===== src/verilog/bus_pkg.sv =====
/*
  bus payload package
  request and response channel structs, opcodes and field widths
  of the single-word TL-UL style bus used by every block of the fabric
*/
package bus_pkg;

  // field widths of the request and response channels
  localparam int unsigned addr_w = 32;
  localparam int unsigned data_w = 32;
  localparam int unsigned src_w  = 4;

  // one mask bit per data byte
  localparam int unsigned mask_w = data_w / 8;

  // request opcodes, every access is one full 32-bit word
  typedef enum logic [1:0] {
    put_full    = 2'd0,
    put_partial = 2'd1,
    get         = 2'd2
  } a_op_e;

  // response opcodes, a put is acknowledged without data
  typedef enum logic [0:0] {
    access_ack      = 1'b0,
    access_ack_data = 1'b1
  } d_op_e;

  // request channel payload, 74 bits
  typedef struct packed {
    a_op_e               opcode;
    logic [addr_w-1:0]   address;
    logic [mask_w-1:0]   mask;
    logic [data_w-1:0]   data;
    logic [src_w-1:0]    source;
  } a_chan_t;

  // response channel payload, 38 bits
  // the source field echoes the source of the matching request
  typedef struct packed {
    d_op_e               opcode;
    logic                error;
    logic [data_w-1:0]   data;
    logic [src_w-1:0]    source;
  } d_chan_t;

endpackage


===== src/verilog/bus_err_resp.sv =====
/*
  error responder
  device behind every unmapped address, it takes any request and answers
  with the error bit set, zero data and the request's source id
*/
`timescale 1ns/100ps

module bus_err_resp (
  input  logic             clk_i,
  input  logic             rst_ni,
  input  logic             a_valid_i,
  output logic             a_ready_o,
  input  bus_pkg::a_chan_t a_i,
  output logic             d_valid_o,
  input  logic             d_ready_i,
  output bus_pkg::d_chan_t d_o
);

  logic             d_valid_q;
  bus_pkg::d_chan_t d_q;
  logic             accept;

  // one response register, a new request fits once the old answer leaves
  assign a_ready_o = ~d_valid_q | d_ready_i;
  assign accept    = a_valid_i & a_ready_o;

  // a get still expects a data beat, it just carries zero
  always_ff @(posedge clk_i) begin
    if (accept) begin
      d_q.opcode <= (a_i.opcode == bus_pkg::get) ? bus_pkg::access_ack_data :
                                                   bus_pkg::access_ack;
      d_q.error  <= 1'b1;
      d_q.data   <= '0;
      d_q.source <= a_i.source;
    end
  end

  always_ff @(posedge clk_i or negedge rst_ni) begin
    if (!rst_ni) begin
      d_valid_q <= 1'b0;
    end else if (accept) begin
      d_valid_q <= 1'b1;
    end else if (d_ready_i) begin
      d_valid_q <= 1'b0;
    end
  end

  assign d_valid_o = d_valid_q;
  assign d_o       = d_q;

endmodule


===== config.mk =====
export PLATFORM = sky130hd
export DESIGN_NAME = bus_err_resp
export DESIGN_NICKNAME = d
export VERILOG_FILES = /design/src/verilog/bus_pkg.sv /design/src/verilog/bus_err_resp.sv
export SDC_FILE = /design/constraint.sdc
export NUM_CORES = 1
export LEC_CHECK = 0
export ABC_AREA = 1
export BUFFER_PORTS_ARGS = -buffer_cell sky130_fd_sc_hd__buf_2
export CAP_MARGIN = 20
export CORE_MARGIN = 2
export CORE_UTILIZATION = 19
export CTS_BUF_LIST = sky130_fd_sc_hd__clkbuf_4
export DETAILED_ROUTE_END_ITERATION = 12
export PLACE_DENSITY_LB_ADDON = 0.2
export SLEW_MARGIN = 20
export SYNTH_ARGS = -nofsm -noshare
export SYNTH_HDL_FRONTEND = slang
export SYNTH_SLANG_ARGS = --single-unit

===== constraint.sdc =====
create_clock -name clk_i -period 1.1 [get_ports clk_i]
set_input_delay 0.22 -clock clk_i [delete_from_list [all_inputs] [get_ports clk_i]]
set_output_delay 0.22 -clock clk_i [all_outputs]
set_load 0.005 [all_outputs]

# == After elaboration in Yosys (flattened, before gate mapping) ==
# Cells that the tools add are included.
# word_totals
regBits,6
input_bits,78
out_inout_bits,40
wordCells,11
# op_classes
n_eq_ne,1
n_mux,3
bitwise_logic,3
reduce_logical,1
# ops
cell,count
two-way mux 1 bit,3
equality test 2 bit (second input constant),1
nonzero test 2 bit,1
AND 1 bit,1
NOT 1 bit,1
OR 1 bit,1

# == Depth between registers and ports, before layout ==
# logic_depth
depth_word,4
mapped_depth,3
mapped_depth_nobuf,3

# == Worst setup path after synthesis ==
# Ideal clock, no wire load.
# synth_timing
path_type,register to register
start,register d_valid_q (netlist: d_valid_o)
end,"register d_q, in the netlist d_o[0] (enable)"
t_arrival_ps,720
slack_ps,28
path_stages_with_launch,2
n_path_buf,0
period_less_slack_ps,1072
cell_sequence,dfrtp_1 a21oi_1
# synth_between
elab_chain_len,3
# synth_rtl
element,line_no,source
start: declaration,bus_err_resp.sv:19,logic d_valid_q;
start signal: assignment,bus_err_resp.sv:40,d_valid_q <= 1'b0;
start signal: assignment,bus_err_resp.sv:42,d_valid_q <= 1'b1;
start signal: assignment,bus_err_resp.sv:44,d_valid_q <= 1'b0;
NOT 1 bit,bus_err_resp.sv:24,assign a_ready_o = ~d_valid_q | d_ready_i;
OR 1 bit,bus_err_resp.sv:24,
AND 1 bit,bus_err_resp.sv:25,assign accept = a_valid_i & a_ready_o;
net accept,bus_err_resp.sv:21,logic accept;
end: declaration,bus_err_resp.sv:20,bus_pkg::d_chan_t d_q;
# The timed path passes the listed nets, and every way through them passes these cells.
# A chain may end at the register's enable or synchronous reset.

# == Final worst setup path ==
# layout_timing
start,register d_valid_q (netlist: d_valid_o)
end,output port a_ready_o
# layout_between
elab_chain_len,2
# layout_rtl
element,line_no,source
NOT 1 bit,bus_err_resp.sv:24,
OR 1 bit,bus_err_resp.sv:24,
end: declaration,bus_err_resp.sv:12,"output logic a_ready_o,"
# No other way between the ends.

==> summary.txt <==
Pwr
  • Internal power: 0.453 mW
  • Gate power share: 13.3%
  • Worst-case vdd ir drop: 318 µV
  • Switching Share: 22.0%
  • Clock share of power: 40.9%
  • PwrDens: 1190 mW/mm²
  • Seq pwr share: 45.8%
  • P_sw: 0.128 mW
  • Lkg Pwr: 0.280 nW

Clock network
  • CTS tree: done
  • H-tree levels: 1
  • CTS clock-pin slew for the worst setup and hold paths: 0.05 ns
  • Max Root-Sink Buffers: 2
  • Clock Latency Late Sink: 0.24 ns
  • Clock buffer count from CTS: 3
  • CTS Root Cell: clkbuf_4
  • Post_cts resized: 0
  • Setup Buffers After CTS: 0
  • Clock sink total: 6

Finish
  • Post-Layout Inst Area: 489 µm²
  • Final net count: 147
  • Layout cell share with drive strength beyond 1: 30.9%
  • Antenna Diode Count: 0
  • Synth-to-Final Area Change: 6.83%
  • # fillers: 261

Synth
  • Area contributors post-synth: buf_4 (54%), edfxtp_1 (33%), dfrtp_1 (5.5%)
  • Number of library cell types mapped by synthesis: 8
  • Post-synth top area share: 54.1%
  • Mapped cell area: 458 µm²
  • Flops & latches, synth: 6
  • Post-synthesis cell count: 48
  • Seq/Total Area, Yosys: 38.3%
  • Syn Area/Cell: 9.54 µm²
  • Leading area contributor after synthesis: buf_4
  • Synth Warn #: 0

Timing
  • Fin. Hold Viols: 0
  • Fmax: 977 MHz
  • RSZ-0062 raised after global routing: no
  • TNS Setup: 0 ns
  • Slew Viols, Final: 0
  • Final min period: 1.02 ns
  • Final Cycle Share: 93.0%
  • Worst Clk Skew: 0.00507 ns
  • # setup viols final: 0

Floorplan
  • Io pins: 118
  • Chip height: 53.1 µm
  • Num rows: 17
  • Die width: 53.1 µm
  • Core Region: 0.00225 mm²
  • Initial Util: 20.3%
  • DIE AREA: 0.00282 mm²

Critical path
  • Setup CP Type: reg2out
  • CP endpoint kind: output pin
  • Crit path DAT: 0.80 ns
  • Critical Path RT: 0.88 ns
  • Startpoint Class: register
  • Critical Path Fanout Max: 3

Drt
  • Routed Antenna Nets: 0
  • Metal3 WL: 169 µm
  • Vias per inst: 2.78
  • DRT Pass-1 Iters: 4
  • Via Count: 267
  • Drt total wl: 596 µm
  • 1st-iter DRT viols: 1
  • DRC Markers: 0
  • Drt wl/cell: 6.21 µm
  • Met1 wire length: 204 µm
  • Highest routing layer actually used: met4
  • Met2 WL: 207 µm

GRT
  • First-pass GRT wire length: 696 µm
  • GRT Residual Overflow: 0
  • Global Route Usage Sum: 4.08%
  • Vias in the first global route: 165
  • Largest net degree at the start of global routing: 6
  • Initial antenna violation count: 0

Worst hold path
  • Hold Crit Class: in2reg

Placed design
  • Post-DP HPWL: 528 µm
  • Gp weighted congestion: 0.513
  • Port buffer count: 16
  • Placed Area: 449 µm²

Outcome
  • Status: finished clean

Flow run
  • Max Cap Viol: 0
[area by class of cell]
type | instances | area (µm²) | share of cell area, %
Sequential cell | 6 | 175 | 35.8
Multi-Input combinational cell | 37 | 140 | 28.6
Timing Repair Buffer | 18 | 97.6 | 19.9
Tap cell | 28 | 35.0 | 7.16
Clock buffer | 4 | 30.0 | 6.14
Inverter | 3 | 11.3 | 2.30
[layer usage]
layer	GRT usage [%]	vias up
li1	-	119
met1	3.44	104
met2	5.63	42
met3	1.98	2
met4	6.41	0
met5	0	-
[power by group through the flow]
stage	Clock, mW	Sequential [mW]	Combinational, mW
6_report	0.238	0.266	0.0770
5_1_grt	0.273	0.266	0.0918
4_1_cts	0.247	0.266	0.0754
3_5_place_dp	0	0.270	0.0723
3_3_place_gp	0	0.271	0.0725
2_1_floorplan	0	0.273	0.120
[cell usage after synthesis]
cell type,n
conb_1,2
a21oi_1,1
nand2_1,2
nor2_1,1
buf_4,33
inv_1,3
dfrtp_1,1
edfxtp_1,5
[critical path, cell delays in order (launching register included)]
cell and delay (ns):
dfrtp_1 0.38, nand2_1 0.08, buf_2 0.11
[placed cells by master, fill, tap and decap left out]
master,count
dfrtp_1,1
buf_4,1
conb_1,33
inv_1,3
buf_2,16
nand2_1,2
edfxtp_1,5
nor2_1,1
a21oi_1,1
clkbuf_4,4
dlygate4sd3_1,1
[path summary, 6_finish.rpt]
kind	end	cells after the start	slack [ns]	startpoint
min reg2reg	d_valid_o$_DFFE_PN0P_	2	0.50	d_valid_o$_DFFE_PN0P_
max in group asynchronous	d_valid_o$_DFFE_PN0P_	2	0.72	rst_ni
min	d_o[3]$_DFFE_PP_	1	0.15	a_i[3]
min in group asynchronous	d_valid_o$_DFFE_PN0P_	2	0.30	rst_ni
max	a_ready_o	2	0.08	d_valid_o$_DFFE_PN0P_
max reg2reg	d_o[2]$_DFFE_PP_	2	0.13	d_valid_o$_DFFE_PN0P_
[logic make-up after synthesis]
logic type | share of synthesized area [%]
compound gates | 1.09
buf+inv | 56.6
flops | 38.2
other cells | 1.64
simple gates | 2.46
[through the flow]
step | hold slack, ns | std cells | power (mW) | setup WS (ns) | util [%]
3_5_place_dp | -0.00389 | 91 | 0.343 | 0.144 | 19.9
2_1_floorplan | -0.0756 | 79 | 0.392 | 0.0284 | -
4_1_cts | 0.146 | 96 | 0.588 | 0.0677 | 21.7
6_report | 0.151 | 96 | 0.581 | 0.0770 | 21.7
3_3_place_gp | -0.00353 | 91 | 0.343 | 0.120 | 19.9
5_1_grt | 0.137 | 96 | 0.631 | 0.0279 | 21.7
[registers in the layout, indices dropped and copies added, names as in the netlist]
signal and flops:
d_valid_o 1, d_o 5
[repair_timing]
| item | CTS | global route |
|---|---|---|
| hold endpoints to repair | 1 | 0 |
| hold buffers | 1 | 0 |
| endpoints found under the setup margin | 0 | 0 |
(Power assumes the default switching activity.)
