**config.mk**
```make
export PLATFORM = sky130hd
export DESIGN_NAME = socket_steer
export DESIGN_NICKNAME = d
export VERILOG_FILES = /design/src/verilog/bus_pkg.sv /design/src/verilog/xbar_cfg_pkg.sv /design/src/verilog/socket_steer.sv
export SDC_FILE = /design/constraint.sdc
export NUM_CORES = 1
export LEC_CHECK = 0
export CORE_AREA = 2 2 142 144
export CTS_CLUSTER_SIZE = 8
export DETAILED_ROUTE_END_ITERATION = 12
export DIE_AREA = 0 0 144 146
export DONT_BUFFER_PORTS = 1
export SLEW_MARGIN = 30
export SYNTH_ARGS = -nofsm -noshare
export SYNTH_HDL_FRONTEND = slang
export SYNTH_SLANG_ARGS = --single-unit
```
**constraint.sdc**
```tcl
create_clock -name clk_i -period 3.5 [get_ports clk_i]
set_input_delay 0.175 -clock clk_i [delete_from_list [all_inputs] [get_ports clk_i]]
set_output_delay 0.175 -clock clk_i [all_outputs]
set_load 0.01 [all_outputs]
```
**src/verilog/bus_pkg.sv**
```systemverilog
/*
  bus payload package
  request and response channel structs, opcodes and field widths
  of the single-word TL-UL style bus used by every block of the fabric
*/
package bus_pkg;

  // field widths of the request and response channels
  localparam int unsigned addr_w = 32;
  localparam int unsigned data_w = 32;
  localparam int unsigned src_w  = 4;

  // one mask bit per data byte
  localparam int unsigned mask_w = data_w / 8;

  // request opcodes, every access is one full 32-bit word
  typedef enum logic [1:0] {
    put_full    = 2'd0,
    put_partial = 2'd1,
    get         = 2'd2
  } a_op_e;

  // response opcodes, a put is acknowledged without data
  typedef enum logic [0:0] {
    access_ack      = 1'b0,
    access_ack_data = 1'b1
  } d_op_e;

  // request channel payload, 74 bits
  typedef struct packed {
    a_op_e               opcode;
    logic [addr_w-1:0]   address;
    logic [mask_w-1:0]   mask;
    logic [data_w-1:0]   data;
    logic [src_w-1:0]    source;
  } a_chan_t;

  // response channel payload, 38 bits
  // the source field echoes the source of the matching request
  typedef struct packed {
    d_op_e               opcode;
    logic                error;
    logic [data_w-1:0]   data;
    logic [src_w-1:0]    source;
  } d_chan_t;

endpackage

```
**src/verilog/xbar_cfg_pkg.sv**
```systemverilog
/*
  fabric configuration package
  device count, address map, host FIFO depths and the outstanding
  request limit of the one-host socket
*/
package xbar_cfg_pkg;

  // three local memories, the error device sits on the index after them
  localparam int unsigned n_dev = 3;
  localparam int unsigned sel_w = 2;
  localparam logic [sel_w-1:0] err_sel = 2'd3;

  // memory i decodes the range dev_base[i] up to dev_base[i] + dev_span
  localparam logic [n_dev-1:0][bus_pkg::addr_w-1:0] dev_base =
      {32'h0000_2000, 32'h0000_1000, 32'h0000_0000};
  localparam logic [bus_pkg::addr_w-1:0] dev_span = 32'h0000_1000;

  // each memory holds 64 words addressed by bits 7:2
  localparam int unsigned ram_words = 64;
  localparam int unsigned ram_aw    = 6;

  localparam int unsigned host_req_depth = 2;
  localparam int unsigned host_rsp_depth = 2;

  localparam int unsigned cnt_w = 4;
  localparam logic [cnt_w-1:0] max_outstanding = 4'd8;

endpackage

```
**src/verilog/socket_steer.sv**
```systemverilog
/*
  socket steering
  decodes the request address to a memory or to the error device, counts
  outstanding requests and holds a request to another device until every
  earlier response is back, so responses return in issue order
*/
`timescale 1ns/100ps

module socket_steer (
  input  logic                                  clk_i,
  input  logic                                  rst_ni,
  input  logic                                  req_valid_i,
  output logic                                  req_ready_o,
  input  bus_pkg::a_chan_t                      req_i,
  output logic [xbar_cfg_pkg::n_dev:0]          dev_a_valid_o,
  output bus_pkg::a_chan_t                      dev_a_o,
  input  logic [xbar_cfg_pkg::n_dev:0]          dev_a_ready_i,
  input  logic [xbar_cfg_pkg::n_dev:0]          dev_d_valid_i,
  input  bus_pkg::d_chan_t [xbar_cfg_pkg::n_dev:0] dev_d_i,
  output logic [xbar_cfg_pkg::n_dev:0]          dev_d_ready_o,
  output logic                                  rsp_valid_o,
  input  logic                                  rsp_ready_i,
  output bus_pkg::d_chan_t                      rsp_o
);

  logic [xbar_cfg_pkg::sel_w-1:0] sel;
  logic [xbar_cfg_pkg::sel_w-1:0] dev_q;
  logic [xbar_cfg_pkg::cnt_w-1:0] cnt_q;
  logic                           hold;
  logic                           acc_req;
  logic                           acc_rsp;

  // unmapped addresses fall through to the error device
  always_comb begin
    sel = xbar_cfg_pkg::err_sel;
    for (int i = 0; i < xbar_cfg_pkg::n_dev; i++) begin
      if (req_i.address >= xbar_cfg_pkg::dev_base[i] &&
          req_i.address < xbar_cfg_pkg::dev_base[i] + xbar_cfg_pkg::dev_span) begin
        sel = i[xbar_cfg_pkg::sel_w-1:0];
      end
    end
  end

  // switching devices waits for the pipe to drain, and the count is capped
  assign hold = ((cnt_q != '0) && (sel != dev_q)) ||
                (cnt_q == xbar_cfg_pkg::max_outstanding);

  // the payload goes to every device, only the selected one sees valid
  assign dev_a_o = req_i;

  always_comb begin
    for (int i = 0; i <= xbar_cfg_pkg::n_dev; i++) begin
      dev_a_valid_o[i] = req_valid_i & ~hold & (sel == i[xbar_cfg_pkg::sel_w-1:0]);
      dev_d_ready_o[i] = rsp_ready_i & (dev_q == i[xbar_cfg_pkg::sel_w-1:0]);
    end
  end

  // ready comes only from the addressed device
  assign req_ready_o = req_valid_i & ~hold & dev_a_ready_i[sel];

  // responses are taken only from the device that got the last request
  assign rsp_valid_o = dev_d_valid_i[dev_q];
  assign rsp_o       = dev_d_i[dev_q];

  assign acc_req = req_valid_i & req_ready_o;
  assign acc_rsp = rsp_valid_o & rsp_ready_i;

  always_ff @(posedge clk_i or negedge rst_ni) begin
    if (!rst_ni) begin
      cnt_q <= '0;
      dev_q <= '0;
    end else begin
      if (acc_req) begin
        dev_q <= sel;
      end
      if (acc_req && !acc_rsp) begin
        cnt_q <= cnt_q + 1'b1;
      end else if (acc_rsp && !acc_req) begin
        cnt_q <= cnt_q - 1'b1;
      end
    end
  end

  // the outstanding count never underflows
  cnt_no_wrap_down_a: assert property (@(posedge clk_i) disable iff (!rst_ni)
      acc_rsp && !acc_req |-> cnt_q != '0);

  // a device only answers a request this socket has handed it
  no_rsp_when_idle_a: assert property (@(posedge clk_i) disable iff (!rst_ni)
      cnt_q == '0 |-> dev_d_valid_i == '0);

endmodule

```
After elaboration in Yosys (flattened, before gate mapping)
Index checks and enable logic that the tools add are counted.

word-level totals
  memories = 0
  flip-flop bits (word level) = 6
  bits in latches = 0
  ROM bits = 0
  bits in writable memories = 0
  output and inout bits = 122
  logic and storage cells = 57
  input bits = 238

operators by class
  reductions and logical operators = 13
  div/mod/pow operators = 0
  $lt $le $gt $ge = 8
  multiply operators = 0
  shift operators = 0
  add/subtract/negate cells = 2
  bitwise logic cells = 13
  muxes and demuxes = 11
  equal/unequal tests = 8

operator list
  kind                  number
  $bmux 38 s2           1
  $lt 32x14->1 const B  2
  $mux 38               1
  $ge 32x1->1 const B   1
  $ge 32x13->1 const B  1
  $ge 32x14->1 const B  1
  $lt 32x13->1 const B  1
  $and 1x1->1           12
  $eq 2x2->1 const B    4
  $mux 4                2
  $logic_and 1x1->1     6
  $lt 2x3->1 const B    2
  $mux 2                3
  $add 4x1->4 const B   1
  $bmux 1 s2            2
  $eq 2x1->1 const B    2
  $eq 4x4->1 const B    1
  $logic_not 2->1       2
  $reduce_bool 4->1     1
  $sub 4x1->4 const B   1
  $logic_not 1->1       2
  $mux 1                2
  $ne 2x2->1            1
  $reduce_bool 2->1     1
  2 further kinds       2

Depth between registers and ports, before layout
  depth in word-level cells = 16
  depth in mapped cells = 14
  mapped depth without buffers = 13

Worst setup path after synthesis
Ideal clock, no wire load.

  kind = register to register
  start = register dev_q[0] (netlist name)
  end = register cnt_q[3] (netlist name)
  cell stages (with the launch flop) = 15
  period minus slack after synthesis = 2.729 ns
  path slack = 0.771 ns
  buffers on the path = 1
  arrival = 2.604 ns
  cells stage by stage = dfrtp_1 buf_6 nor4bb_1 nand3_1 mux2i_1 o31ai_4 a31oi_4 ha_1 inv_1 ha_1 a21o_1 a21oi_1 xnor2_1 nor2_1 xor2_1

between the ends
  word-level cells in the longest chain between the ends = 10
  elaborated cells on any way between the ends = 16
  classes of those cells = eq/ne (1); mux (3); bitwise (5); reduce/logical (7)

RTL lines
  item                                RTL line            text
  from (decl)                         socket_steer.sv:27  logic [xbar_cfg_pkg::sel_w-1:0] dev_q;
  from (signal assigned)              socket_steer.sv:74  dev_q <= sel;
  $ne 2x2->1 (*)                      socket_steer.sv:45  assign hold = ((cnt_q != '0) && (sel != dev_q)) ||
  $logic_and 1x1->1 (*)               socket_steer.sv:45
  $logic_or 1x1->1 (*)                socket_steer.sv:45
  $not 1->1 (*)                       socket_steer.sv:59  assign req_ready_o = req_valid_i & ~hold & dev_a_ready_i[sel];
  $and 1x1->1 (*) (2 in series)       socket_steer.sv:59
  $and 1x1->1 (*)                     socket_steer.sv:65  assign acc_req = req_valid_i & req_ready_o;
  named net acc_req                   socket_steer.sv:30  logic acc_req;
  $logic_not 1->1                     socket_steer.sv:78  end else if (acc_rsp && !acc_req) begin
  $logic_and 1x1->1                   socket_steer.sv:78
  $reduce_bool 2->1 (no source line)  n/a
  to (signal assigned)                socket_steer.sv:77  cnt_q <= cnt_q + 1'b1;
  to (signal assigned)                socket_steer.sv:79  cnt_q <= cnt_q - 1'b1;
  to (decl)                           socket_steer.sv:28  logic [xbar_cfg_pkg::cnt_w-1:0] cnt_q;

Mark *: on every way through the listed nets, which the timed path passes. The rest lies on a longest branch. The select of a mux whose other input is x is not followed.
A chain may end at the register's enable or synchronous reset.

Worst setup path after layout
Ends and elaborated chain as after synthesis.

==> results.cfg <==
[outcome]
status = finished, final reports clean

[floorplan]
die_area_sq_um = 21020
die_height_um = 146
die_x_um = 144
rows = 51
coreArea_sq_um = 19330
initial_core_util_pct = 11.12
top_level_ports = 360

[logic_synthesis]
synth_ff_type = dfrtp_1
yosys_warnings = 0
syn-num-nets = 430
syn_area_sq_um = 2150
seq_area_frac_synth_pct = 6.985
syn_inst = 188
async_flop_share_pct = 100.0
synth-edff-count = 0
syn_area_per_cell_sq_um = 11.43
ys_seq_elements = 6
ys_types = 41

[global_route]
grt_start_max_net_pins = 44
gr-usage-all-layers_pct = 7.920
grt_overflow = 0
antenna_found_initial = 1
grt_pass1_wl_um = 11580
grt_pass1_vias = 1542

[placement]
globalplace.congestion = 0.7270
port_buffers = 0
post_dp_cell_area_sq_um = 1871
dp_hpwl_um = 8486

[worst_setup_path]
reg2reg_depth = 13
endpoint_kind = flip-flop
start_kind = flip-flop
cp_max_fo = 13
cp.required_ps = 3600
path_class = flip-flop to flip-flop
crit_arrival_ps = 3100

[power_and_ir_drop]
total_leakage_power_nw = 0.5999
power-per-cell-area_nw_per_um2 = 277.3
ir_drop_uv = 134.7

[clock_network]
hold_buffers = 1
clk_pin_slew_ps = 30
clk_latency_ps = 220
clock-sinks = 6
cts_tree = yes
clockBufferDepth = 2
cts-root-buf = clkbuf_16
cts_resized = 0
cts_made_buffers = 3
postCtsSetupRepairBufs = 0
h-tree-depth = 1

[timing]
setup_viol = 0
max_freq_mhz = 333.4
post-route-period-util_pct = 85.71
finClkSkew_ps = 1.655
fin_setup_tns_ps = 0
rsz0062_at_grt = no
tightest_slew_ps = 731.0
max_slew_margin_pct = 50.89
final_hold_viol_count = 0
period_needed_ps = 3000
slew_viol_final = 0

[routing]
post_drt_via_cell_ratio = 3.616
vias = 1367
drc = 0
wl_um = 9501
ant_nets = 0
drtPass1Iterations = 4
drtIter0Drc = 73
wl_per_cell_um = 25.13

[flow_run]
drv_cap = 0

[worst_hold_path]
min_delay_path_depth = 3
hp-class = primary input to flip-flop

[final_layout]
final_area_sq_um = 1962
fill_cells = 2183
fin_nets = 355
drive_gt1_share_pct = 52.68
finish.utilization_pct = 10.15
multi_input_area_sq_um = 1345
seq_area_sq_um = 152.6
syn_to_final_growth_pct = -8.731
==> worst max-delay path, stage by stage (launching register included) <==
cell,delay (ps)
dfrtp_2,540
xor2_1,190
or3_1,340
nor3_2,180
o31ai_4,120
a31oi_4,180
ha_1,210
inv_1,100
ha_1,290
a21o_1,190
a21oi_1,170
xnor2_1,150
nor2_1,70
xor2_1,140
==> synthesized netlist by cell type, types with 3 or more instances <==
cell type | n | share of area [%]
xnor2_1 | 3 | 1.2
buf_2 | 4 | 0.93
buf_4 | 74 | 26
mux4_2 | 39 | 41
nor2_1 | 3 | 0.52
nand2_1 | 7 | 1.2
inv_1 | 3 | 0.52
buf_1 | 3 | 0.52
nor3_1 | 4 | 0.93
ha_1 | 3 | 1.7
dfrtp_1 | 6 | 7.0
==> through the flow <==
step	total power, mW	cells	setup WS [ps]	hold slack (ps)
floorplan	0.3831	188	770.6	-120.6
global placement	0.3324	372	640.9	-119.9
detailed placement	0.3555	372	490.5	-119.9
CTS	0.5518	377	475.3	242.7
global route	0.5786	378	261.5	278.2
finish	0.5441	378	500.2	251.4
==> layout make-up <==
type / instances / share of cell area (%)
multi-input combinational: 94 / 68.56
tap: 265 / 16.90
sequential: 6 / 7.781
clock buffer: 4 / 4.018
timing repair buffer: 5 / 2.041
inverter: 3 / 0.5740
antenna: 1 / 0.1276
==> power by group <==
part / total, mW / internal [mW] / switching, mW
clock: 0.187 / 0.151 / 0.0363
sequential: 0.123 / 0.0951 / 0.0281
combinational: 0.234 / 0.120 / 0.113
==> cells by family (layout without fill, tap and decap cells) <==
logic type | after synthesis | after routing | synth area share, %
AOI/OAI and AO/OA | 9 | 9 | 3.958
xor gates and xnor gates | 5 | 5 | 2.038
adders and majority gates | 4 | 4 | 2.678
buffers and inverters | 88 | 12 | 30.44
DFF | 6 | 6 | 6.985
muxes | 45 | 45 | 44.35
other | 0 | 1 | 0
and+or+nand+nor | 31 | 31 | 9.547
==> routing by layer <==
layer / up-vias / routed length [um] / part of all wire, % / global-route usage (%)
met2: 151 / 5127 / 54 / 15.52
met4: 0 / 67 / 0.71 / 1.127
met3: 8 / 1082 / 11 / 2.764
li1: 491 / - / - / -
met5: - / 0 / 0 / 0
met1: 717 / 3224 / 34 / 8.100
==> placed cells by master (no fill, tap or decap), drive strengths merged <==
master	count
o31ai	1
inv	3
buf	4
or3	1
nor3b	1
nand3	3
ha	3
nor3	5
and3	1
fa	1
xor2	2
mux2	3
nand2	7
nand4	1
a21boi	1
xnor2	3
clkbuf	4
a31oi	3
diode	1
dlygate4sd3	1
mux4	39
and3b	2
nor4	4
a21oi	2
or2	1
nor2	4
o21ai	1
a21o	1
mux2i	3
dfrtp	6
nor4bb	1
==> state kept, by name (all words and copies together) (netlist names) <==
register and flops:
dev_q 2, cnt_q 4
==> path summary, 6_finish.rpt <==
check	from	endpoint	slack, ps
setup / recovery	dev_q[0]	cnt_q[3]	500
hold / removal	req_i[52]	dev_q[0]	250
setup reg to reg	dev_q[0]	cnt_q[3]	500
hold reg to reg	cnt_q[3]	cnt_q[3]	490
max in group asynchronous	rst_ni	dev_q[1]	2970
min in group asynchronous	rst_ni	cnt_q[3]	280
Note: power is estimated with default switching activity, not from simulation.
