[config.mk]
export PLATFORM = sky130hd
export DESIGN_NAME = bus_fifo
export DESIGN_NICKNAME = d
export VERILOG_FILES = /design/src/verilog/bus_fifo.sv
export SDC_FILE = /design/constraint.sdc
export NUM_CORES = 1
export LEC_CHECK = 0
export BUFFER_PORTS_ARGS = -buffer_cell sky130_fd_sc_hd__buf_4
export CORE_AREA = 8 8 45 47
export DETAILED_ROUTE_END_ITERATION = 16
export DIE_AREA = 0 0 53 55
export PLACE_DENSITY_LB_ADDON = 0.3
export RECOVER_POWER = 25
export SYNTH_ARGS = -nofsm -noshare
export SYNTH_HDL_FRONTEND = slang
export SYNTH_SLANG_ARGS = --single-unit
[constraint.sdc]
create_clock -name clk_i -period 1.6 [get_ports clk_i]
set_input_delay 0 -clock clk_i [delete_from_list [all_inputs] [get_ports clk_i]]
set_output_delay 0 -clock clk_i [all_outputs]
set_load 0.005 [all_outputs]
[src/verilog/bus_fifo.sv]
/*
  bus FIFO
  synchronous valid/ready circular buffer whose payload type is a parameter,
  the head entry is driven from storage so a write shows up one cycle later
*/
`timescale 1ns/100ps

module bus_fifo #(
  parameter type         payload_t = logic,
  parameter int unsigned depth     = 2
) (
  input  logic     clk_i,
  input  logic     rst_ni,
  input  logic     in_valid_i,
  output logic     in_ready_o,
  input  payload_t in_data_i,
  output logic     out_valid_o,
  input  logic     out_ready_i,
  output payload_t out_data_o
);

  localparam int unsigned ptr_w = (depth > 1) ? $clog2(depth) : 1;
  localparam int unsigned occ_w = $clog2(depth + 1);

  payload_t         mem [depth];
  logic [ptr_w-1:0] wr_ptr;
  logic [ptr_w-1:0] rd_ptr;
  logic [occ_w-1:0] count;
  logic             push;
  logic             pop;

  // accept while there is a free slot, present the head while not empty
  assign in_ready_o  = (count != occ_w'(depth));
  assign out_valid_o = (count != '0);
  assign out_data_o  = mem[rd_ptr];

  assign push = in_valid_i & in_ready_o;
  assign pop  = out_valid_o & out_ready_i;

  // storage holds payload only
  always_ff @(posedge clk_i) begin
    if (push) begin
      mem[wr_ptr] <= in_data_i;
    end
  end

  // pointers wrap at depth so any depth works, not only powers of two
  always_ff @(posedge clk_i or negedge rst_ni) begin
    if (!rst_ni) begin
      wr_ptr <= '0;
      rd_ptr <= '0;
      count  <= '0;
    end else begin
      if (push) begin
        wr_ptr <= (wr_ptr == ptr_w'(depth - 1)) ? '0 : wr_ptr + 1'b1;
      end
      if (pop) begin
        rd_ptr <= (rd_ptr == ptr_w'(depth - 1)) ? '0 : rd_ptr + 1'b1;
      end
      if (push && !pop) begin
        count <= count + 1'b1;
      end else if (pop && !push) begin
        count <= count - 1'b1;
      end
    end
  end

  // a full or empty buffer has both pointers on the same slot
  ptr_match_a: assert property (@(posedge clk_i) disable iff (!rst_ni)
      (count == '0 || count == occ_w'(depth)) |-> wr_ptr == rd_ptr);

  // the producer keeps an offered entry steady until it is taken
  in_hold_a: assert property (@(posedge clk_i) disable iff (!rst_ni)
      in_valid_i && !in_ready_o |=> in_valid_i && $stable(in_data_i));

endmodule

==> Yosys cells after proc, flatten, opt, wreduce, memory -nomap -nowiden <==
Memories as Yosys holds them, arrays and structs flattened.
Cells that the tools add are included.
{ "word_totals": {"register_bits": 4, "ram_bits": 2, "inputBits": 5, "out_inout_bits": 3, "elab_cells": 23, "memories": 1} }
{ "classes": {"n_addsub": 4, "eq_ne": 1, "mux": 6, "n_bitwise": 2, "n_reduce_logical": 6} }
{ "memory_table": {"columns": ["name", "words", "width", "read_ports", "rd_clocked_by_memory_dff", "wr", "line_no", "source"], "rows": [
  ["mem", 2, 1, 1, 0, 1, "25", "payload_t mem [depth];"]
]} }
{ "ops": {"columns": ["op", "count"], "rows": [
  ["$mux W1", 4],
  ["$mux W2", 2],
  ["$reduce_bool A2 Y1", 2],
  ["$add A1 B1 Y1 const B", 2],
  ["$add A2 B1 Y2 const B", 1],
  ["$and A1 B1 Y1", 2],
  ["$logic_and A1 B1 Y1", 2],
  ["$logic_not A1 Y1", 2],
  ["$ne A2 B2 Y1 const B", 1],
  ["$sub A2 B1 Y2 const B", 1]
]} }

==> Depth between registers and ports, before layout <==
Gate-level depths: netlist (run 1).
{ "logic_depth": {"word_depth": 6, "depth_mapped": 7} }

==> Least setup slack after synthesis (run 1) <==
Ideal clock, no wire load.
{ "synth_timing": {"path_type": "register to register", "from": "register count[0]", "to": "register count[1]", "setup_time_ns": 0.079, "arrival_time_ns": 1.270, "setup_slack_ns": 0.251, "path_stages_with_launch": 7, "n_path_buf": 0, "path_cell_list": "dfrtp_1 > nand2b_4 > nand2_1 > inv_1 > ha_1 > nor2_1 > xor2_1"} }
{ "synth_between": {"elab_chain_len": 5, "elab_cells_between_ends": 13, "cone_classes": "2 x add/sub; 1 x eq/ne; 2 x mux; 2 x bitwise; 6 x reduce/logical"} }
{ "synth_lines": {"columns": ["item", "line_no", "source"], "rows": [
  ["start, declared", "28", "logic [occ_w-1:0] count;"],
  ["start signal, assigned", "61", "count <= count + 1'b1;"],
  ["start signal, assigned", "63", "count <= count - 1'b1;"],
  ["$ne A2 B2 Y1 (*)", "33", "assign in_ready_o = (count != occ_w'(depth));"],
  ["named net in_ready_o", "15", "output logic in_ready_o,"],
  ["$and A1 B1 Y1 (*)", "37", "assign push = in_valid_i & in_ready_o;"],
  ["named net push", "29", "logic push;"],
  ["$logic_not A1 Y1", "62", "end else if (pop && !push) begin"],
  ["$logic_and A1 B1 Y1", "62", null],
  ["$reduce_bool A2 Y1 (no line)", null, null]
]} }
Mark *: on every way through the listed nets, which the timed path passes. The rest lies on a longest branch. The select of a mux whose other input is x is not followed.
A chain may end at the register's enable or synchronous reset.

==> Final worst setup path (run 1) <==
{ "layout_timing": {"from": "register count[0]", "to": "register count[1]"} }
{ "layout_between": {"elab_chain_len": 5, "elab_cells_between_ends": 13, "cone_classes": "2 x add/sub; 1 x eq/ne; 2 x mux; 2 x bitwise; 6 x reduce/logical"} }
{ "layout_lines": {"columns": ["item", "line_no"], "rows": [
  ["$ne A2 B2 Y1 (*)", "33"],
  ["$and A1 B1 Y1 (*)", "37"],
  ["named net push", "29"],
  ["$logic_not A1 Y1", "62"],
  ["$logic_and A1 B1 Y1", "62"],
  ["$reduce_bool A2 Y1 (no line)", null]
]} }
Marks and branches as above.

==> results of run 1 <==
## power breakdown
group          leakage, nW  switching [mW]  internal, mW
Clock               0.0150          0.0524        0.0943
Combinational        0.102           0.128         0.190
Sequential          0.0652          0.0630         0.231
Total                0.183           0.243         0.515
## synth_stat cells (all sizes together)
cell type  number  area, um^2
dfrtp           4         100
xnor2           3        26.3
edfxtp          2        60.1
nand2           2        15.0
nor2            2        7.51
xor2            2        17.5
and3            1        6.26
ha              1        12.5
inv             1        3.75
mux2            1        11.3
nand2b          1        13.8
or2             1        8.76
## worst max-delay path, stage by stage, from the launching register on
cell	delay (ns)
dfrtp_1	0.42
nand2b_4	0.17
nand2_1	0.12
inv_1	0.07
ha_1	0.33
nor2_1	0.15
xor2_1	0.16
## worst max path at each step
stage               end  startpoint
6_report       count[1]    count[0]
5_1_grt        count[1]    count[0]
4_1_cts        count[1]    count[0]
3_5_place_dp   count[1]    count[0]
3_3_place_gp   count[1]    count[0]
2_1_floorplan  count[1]    count[0]
## state kept, by name, indices dropped and copies added (netlist names)
name,cells
count,2
wr_ptr,1
rd_ptr,1
mem,2
## cell usage in the layout (no fill, tap or decap), drive strengths merged
master,synthesis,final
mux2,1,1
ha,1,1
buf,0,6
nand2,2,2
nand2b,1,1
nor2,2,2
edfxtp,2,2
xor2,2,2
dlygate4sd3,0,2
inv,1,1
or2,1,1
and3,1,1
xnor2,3,3
dfrtp,4,4
clkbuf,0,5
## layer usage
metal	vias to the layer above	global-route usage, %	routed length [um]
met3	0	1.34	29
li1	94	-	-
met4	0	5.17	0
met1	97	3.24	185
met5	-	0	0
met2	4	8.98	346
## logic make-up after synthesis
| family | synth area share, % |
|---|---|
| simple gates | 18.1 |
| flops | 56.6 |
| xor+xnor | 15.5 |
| buf+inv | 1.33 |
| mux | 3.98 |
| fa+ha+maj | 4.42 |
## layout make-up
cell class | count | area (um^2)
Sequential cell | 6 | 160
Multi-Input combinational cell | 14 | 119
Timing Repair Buffer | 9 | 68.8
Clock buffer | 4 | 26.3
Inverter | 1 | 3.75
Tap cell | 16 | 20.0
Fill cell | 145 | 986
## metrics by stage
stage,area (um^2),util [%],power [mW],instances
finish,398,28.8,0.758,50
global route,398,28.8,0.809,50
CTS,402,29.0,0.778,50
detailed placement,355,25.7,0.613,44
global placement,355,25.7,0.594,44
floorplan,283,-,0.500,21
## timing repair
item | CTS | global route
endpoints found under the hold margin | 6 | 0
setup endpoints to repair | 0 | 0
buffers inserted | 0 | 0
resized for setup | 0 | 0
hold buffers | 2 | 0
==> flow_summary.ini, run 1 <==
[min_path]
worstHoldPathType = in2reg
min_to = rd_ptr
hold_start = out_ready_i
hold-path-cell-count = 3

[cts]
cts_buffers = 3
clk_path_buf_depth = 2
clk_latency_ns = 0.24
cts_sinks = 6
cts-htree-levels = 1
cts_root_buffer = clkbuf_4
path_clk_slew_ns = 0.04
cts_tree = done

[timing]
tightest_slew_ns = 0.239
drv_slew = 0
hold_viol = 0
fmaxAchievable_ghz = 0.672
setup_tns_ns = 0
period_needed_ns = 1.49
hold_ws_ns = 0.0308
finalSetupViolCount = 0
finClkSkew_ns = 0.00254
layout_worst_path_cycle_share_pct = 93.0
slew_headroom_pct = 84.1
finalWorstSetupSlack_ns = 0.111
grt_setup_unrepaired = false

[worst_setup_path]
worst_ep_arrival_time_ns = 1.65
startpoint_type = register
required_ns = 1.76
r2r_end = count[1]
r2r_start = count[0]
endpoint_kind = register
regToRegSetupSlack_ns = 0.11
crit_type = reg2reg
worstPathMaxFanout = 4
reg2regPathDepth = 6

[layout]
drive_gt1_share_pct = 38.2
syn2layout_area_growth_pct = 40.7
nets = 41
diodes = 0

[power_and_ir_drop]
power_density_mw_per_mm2 = 1900
ir_drop_v = 0.000410
leakage_nw = 0.183

[detailed_routing]
routed_wl_um = 561
drt_iter0_drc = 1
wl_per_cell_um = 11.2
ant_nets = 0
first_pass_iters = 2
via_per_inst = 3.90
drc = 0
num_vias = 195

[synthesis]
ys_types = 13
yosysWarnings = 0
synthesis.area_um2 = 283
syn_nets = 27
syn_inst = 21
yosysSeqAreaShare_pct = 56.6
ys_seq_elements = 6
avgSynthCellArea_um2 = 13.5

[floorplanning]
coreArea_mm2 = 0.00138
die_area_mm2 = 0.00292
initial_core_util_pct = 20.4
die_h_um = 55
io-pin-count = 8
die_w_um = 53
rows = 14

[outcome]
status = completed

[place]
io_buffers = 7
finalWeightedCongestion = 0.574
pre_cts_ws_ns = 0.124

[global_routing]
antenna_found_initial = 0
grt_pass1_wl_um = 938
grt_max_degree = 5
overflow = 0
first_global_vias = 243
grt_usage_pct = 4.62

[run]
cap_violations = 0
Note: power is estimated with default switching activity, not from simulation.
==> inputs of run 2 (changes only) <==
--- a/config.mk
+++ b/config.mk
@@ -9,7 +9,6 @@
 export CORE_AREA = 8 8 45 47
 export DETAILED_ROUTE_END_ITERATION = 16
 export DIE_AREA = 0 0 53 55
-export PLACE_DENSITY_LB_ADDON = 0.3
 export RECOVER_POWER = 25
 export SYNTH_ARGS = -nofsm -noshare
 export SYNTH_HDL_FRONTEND = slang
==> run 2 against run 1 <==
  * Fmax is 3.8% higher
  * Largest cell class unchanged
  * Utilization is 0.72 points higher
  * Worst setup slack better by 0.054 ns
==> flow_summary.ini, run 2 (synthesis results as in run 1) <==
[outcome]
status = completed

[layout]
final_cell_mix = buf_4, dfrtp_1, xnor2_1, clkbuf_4, dlygate4sd3_1
largest_registers = count (2), mem (2)
final_common_cell = buf_4
design_area_um2 = 408
num-fill-cells = 156
fin_util_pct = 29.5
drive_gt1_share_pct = 37.1
diodes = 0
nets = 42
syn2layout_area_growth_pct = 44.2

[worst_setup_path]
required_ns = 1.77
slowest_stage = dfrtp_1
crit_chain = nand2b_4, nand2_1, inv_1, ha_1, nor2_1, xor2_1
r2r_start = count[0]
worstPathMaxFanout = 4
startpoint_type = register
reg2regPathDepth = 6
r2r_end = count[1]
worst-path-buf-inv = 1
worst_ep_arrival_time_ns = 1.60
regToRegSetupSlack_ns = 0.17
endpoint_kind = register
crit_type = reg2reg
max_stage_delay_ns = 0.42
cpLargestDelayFamily = simple AND/OR/NAND/NOR gates

[detailed_routing]
wl_per_cell_um = 9.75
num_vias = 192
dr_wl_met3_um = 70
via_per_inst = 3.76
wirelength_met1_um = 244
drt_iter0_drc = 2
drc = 0
wl_met2_um = 182
routed.top_layer = met3
first_pass_iters = 2
routed_wl_um = 497
ant_nets = 0

[floorplanning]
die_w_um = 53
initial_core_util_pct = 20.4
coreArea_mm2 = 0.00138
io-pin-count = 8
rows = 14
die_h_um = 55
die_area_mm2 = 0.00292

[global_routing]
grt_usage_pct = 4.66
antenna_found_initial = 0
grt_max_degree = 5
first_global_vias = 201
grt_pass1_wl_um = 876
overflow = 0

[timing]
hold_viol = 0
slew_headroom_pct = 84.9
finalSetupViolCount = 0
drv_slew = 0
finClkSkew_ns = 0.00369
tightest_slew_ns = 0.226
period_needed_ns = 1.43
grt_setup_unrepaired = false
finalWorstSetupSlack_ns = 0.165
layout_worst_path_cycle_share_pct = 89.7
setup_tns_ns = 0
fmaxAchievable_ghz = 0.697

[cts]
postCtsSetupRepairBufs = 0
cts_sinks = 6
cts_resized = 0
cts-htree-levels = 1
path_clk_slew_ns = 0.04
cts_buffers = 3
cts_root_buffer = clkbuf_4
clk_latency_ns = 0.24
ctsHoldBuffers = 2
cts_tree = done
clk_path_buf_depth = 2

[run]
cap_violations = 0

[power_and_ir_drop]
leakage_nw = 0.187
finalPower_mw = 0.748
ir_drop_v = 0.000693
power_density_mw_per_mm2 = 1830

[place]
dp_hpwl_um = 410
pre_cts_ws_ns = 0.164
placed_cell_area_um2 = 355
io_buffers = 7
finalWeightedCongestion = 0.634

[min_path]
worstHoldPathType = in2reg
hold_start = in_valid_i
hold-path-cell-count = 3
min_to = wr_ptr
run 2: cell types whose count changed in the layout (fill, tap and decap cells not counted), sizes merged:
cell	delta
dlygate4sd3	+1
run 2: worst register-to-register path, stage by stage (launching register included):
cell	delay, ns
dfrtp_1	0.42
nand2b_4	0.17
nand2_1	0.11
inv_1	0.06
ha_1	0.32
nor2_1	0.14
xor2_1	0.14
run 2: how the worst max path moves through the flow:
stage	from	end	slack (ns)	cells past startpoint
finish	count[0]	count[1]	0.17	6
global route	count[0]	count[1]	0.05	7
CTS	count[0]	count[1]	0.15	6
detailed placement	count[0]	count[1]	0.16	6
global placement	count[0]	count[1]	0.17	6
floorplan	count[0]	count[1]	0.25	6
run 2: metal layers:
metal	GRT usage, %	vias to the layer above
met3	4.01	0
li1	-	97
met2	5.47	8
met4	5.17	0
met5	0	-
met1	4.60	87
run 2: layout make-up:
type | instances | area, um^2 | share of cell area, %
multi-input combinational | 14 | 119 | 29.1
tap | 16 | 20.0 | 4.91
clock buffer | 4 | 26.3 | 6.44
timing repair buffer | 10 | 78.8 | 19.3
inverter | 1 | 3.75 | 0.920
sequential | 6 | 160 | 39.3
run 2: power breakdown:
part	total (mW)	switching (mW)	internal, mW
clock	0.151	0.0561	0.0946
combinational	0.304	0.114	0.191
sequential	0.293	0.0621	0.230
total	0.748	0.232	0.516
run 2: per-stage QoR:
step	instances	hold slack, ns
after floorplan	21	-0.296
after global placement	44	-0.200
after detailed placement	44	-0.199
after CTS	50	0.00692
after global routing	51	0.0792
final	51	0.0837
==> inputs of run 3 (changes only) <==
==> constraint.sdc (replaced) <==
create_clock -name clk_i -period 1.5 [get_ports clk_i]
set_input_delay 0 -clock clk_i [delete_from_list [all_inputs] [get_ports clk_i]]
set_output_delay 0 -clock clk_i [all_outputs]
set_load 0.005 [all_outputs]
==> run 3 against run 2 <==
  * Clock skew is essentially flat
  * Routed wire length decreased by 0.60%
  * Fmax increased by 4.3%
  * Combinational power grew 16%
  * Cell area grew 2.5%
  * Critical path depth unchanged
  * Sequential cell count is the same
  * Via count increased by 1.0%
  * Hold slack lost 0.036 ns
  * Register-to-register slack got worse by 0.04 ns
  * Utilization rose by 0.72 points
  * Sequential share of layout area shrank 0.94 points
  * Critical path type unchanged
  * Critical endpoint unchanged
==> flow_summary.ini, run 3 (synthesis results as in run 1) <==
[detailed_routing]
drc = 0
wirelength_met1_um = 240
num_vias = 194
routed_wl_um = 494
first_pass_iters = 2
drt_iter0_drc = 2
wl_met2_um = 183
ant_nets = 0
wl_per_cell_um = 9.50
via_per_inst = 3.73
dr_wl_met3_um = 70
routed.top_layer = met3

[place]
pre_cts_ws_ns = 0.0638
finalWeightedCongestion = 0.634
dp_hpwl_um = 410
io_buffers = 7

[power_and_ir_drop]
finalPower_mw = 0.820
ir_drop_v = 0.000746
leakage_nw = 0.192
power_density_mw_per_mm2 = 1960

[global_routing]
grt_usage_pct = 4.66
grt_max_degree = 5
grt_pass1_wl_um = 876
overflow = 0
first_global_vias = 201
antenna_found_initial = 0

[floorplanning]
io-pin-count = 8
die_area_mm2 = 0.00292
initial_core_util_pct = 20.4
die_h_um = 55
coreArea_mm2 = 0.00138
rows = 14
die_w_um = 53

[cts]
cts_buffers = 3
clk_latency_ns = 0.24
cts_sinks = 6
clk_path_buf_depth = 2
cts_root_buffer = clkbuf_4
cts_tree = done
path_clk_slew_ns = 0.04
cts-htree-levels = 1

[worst_setup_path]
worst_ep_arrival_time_ns = 1.54
crit_type = reg2reg
endpoint_kind = register
startpoint_type = register
required_ns = 1.67
worstPathMaxFanout = 4

[layout]
num-fill-cells = 156
nets = 43
largest_registers = count (2), mem (2)
fin_util_pct = 30.2
drive_gt1_share_pct = 41.7
diodes = 0
multi_input_area_um2 = 121
regArea_um2 = 160
final_common_cell = buf_4
syn2layout_area_growth_pct = 47.8
final_cell_mix = buf_4, dfrtp_1, xnor2_1, clkbuf_4, dlygate4sd3_1

[timing]
fmaxAchievable_ghz = 0.727
layout_worst_path_cycle_share_pct = 91.7
hold_viol = 0
slew_headroom_pct = 85.0
finalSetupViolCount = 0
drv_slew = 0
finClkSkew_ns = 0.00358
period_needed_ns = 1.38
grt_setup_unrepaired = false
finalWorstSetupSlack_ns = 0.124
tightest_slew_ns = 0.224
setup_tns_ns = 0

[min_path]
worstHoldPathType = in2reg

[run]
cap_violations = 0

[outcome]
status = completed
[run 3: changes by cell type in the layout (fill, tap and decap cells not counted), sizes merged]
cell | before | now
buf | 6 | 7
[run 3: what timing repair did]
action | 4_1_cts | 5_1_grt
endpoints found under the setup margin | 0 | 1
setup buffers | 0 | 1
hold buffers | 2 | 1
resized for setup | 0 | 1
endpoints found under the hold margin | 6 | 1
[run 3: layer usage]
layer  vias up  track usage [%]
met1        87             4.60
met5         -                0
met4         0             5.17
li1         99                -
met2         8             5.47
met3         0             4.01
[run 3: path summary, 6_finish.rpt]
check                                start       end  slack [ns]  depth (start not counted)
worst max-delay path              count[0]  count[1]        0.12                          6
worst min-delay path            in_valid_i    wr_ptr        0.05                          3
worst max register to register    count[0]  count[1]        0.12                          6
worst min register to register      rd_ptr    rd_ptr        0.49                          1
max in group asynchronous           rst_ni  count[0]        1.19                          2
min in group asynchronous           rst_ni    rd_ptr        0.12                          2
[run 3: worst max-delay path: stages (launching register included)]
cell and delay, ns:
dfrtp_1 0.41, nand2b_4 0.16, nand2_2 0.09, inv_1 0.05, ha_1 0.31, nor2_1 0.14, xor2_1 0.14
[run 3: cell type report]
class                   count  share of cell area, %
inverters                   1                  0.898
repair buffers             11                   20.7
well taps                  16                   4.79
clock buffers               4                   6.29
flip-flops and latches      6                   38.3
multi-input cells          14                   29.0
[run 3: metrics by stage]
stage,hold slack [ns],cells,cell area (um^2)
after floorplan,-0.296,21,283
after global placement,-0.200,44,355
after detailed placement,-0.199,44,355
after CTS,0.00692,50,402
after global routing,0.0391,52,418
final,0.0479,52,418
[run 3: report_power, final]
group	internal (mW)	switching, mW	total [mW]
registers	0.246	0.0611	0.307
clock network	0.101	0.0599	0.161
logic	0.222	0.130	0.352
total	0.568	0.251	0.820
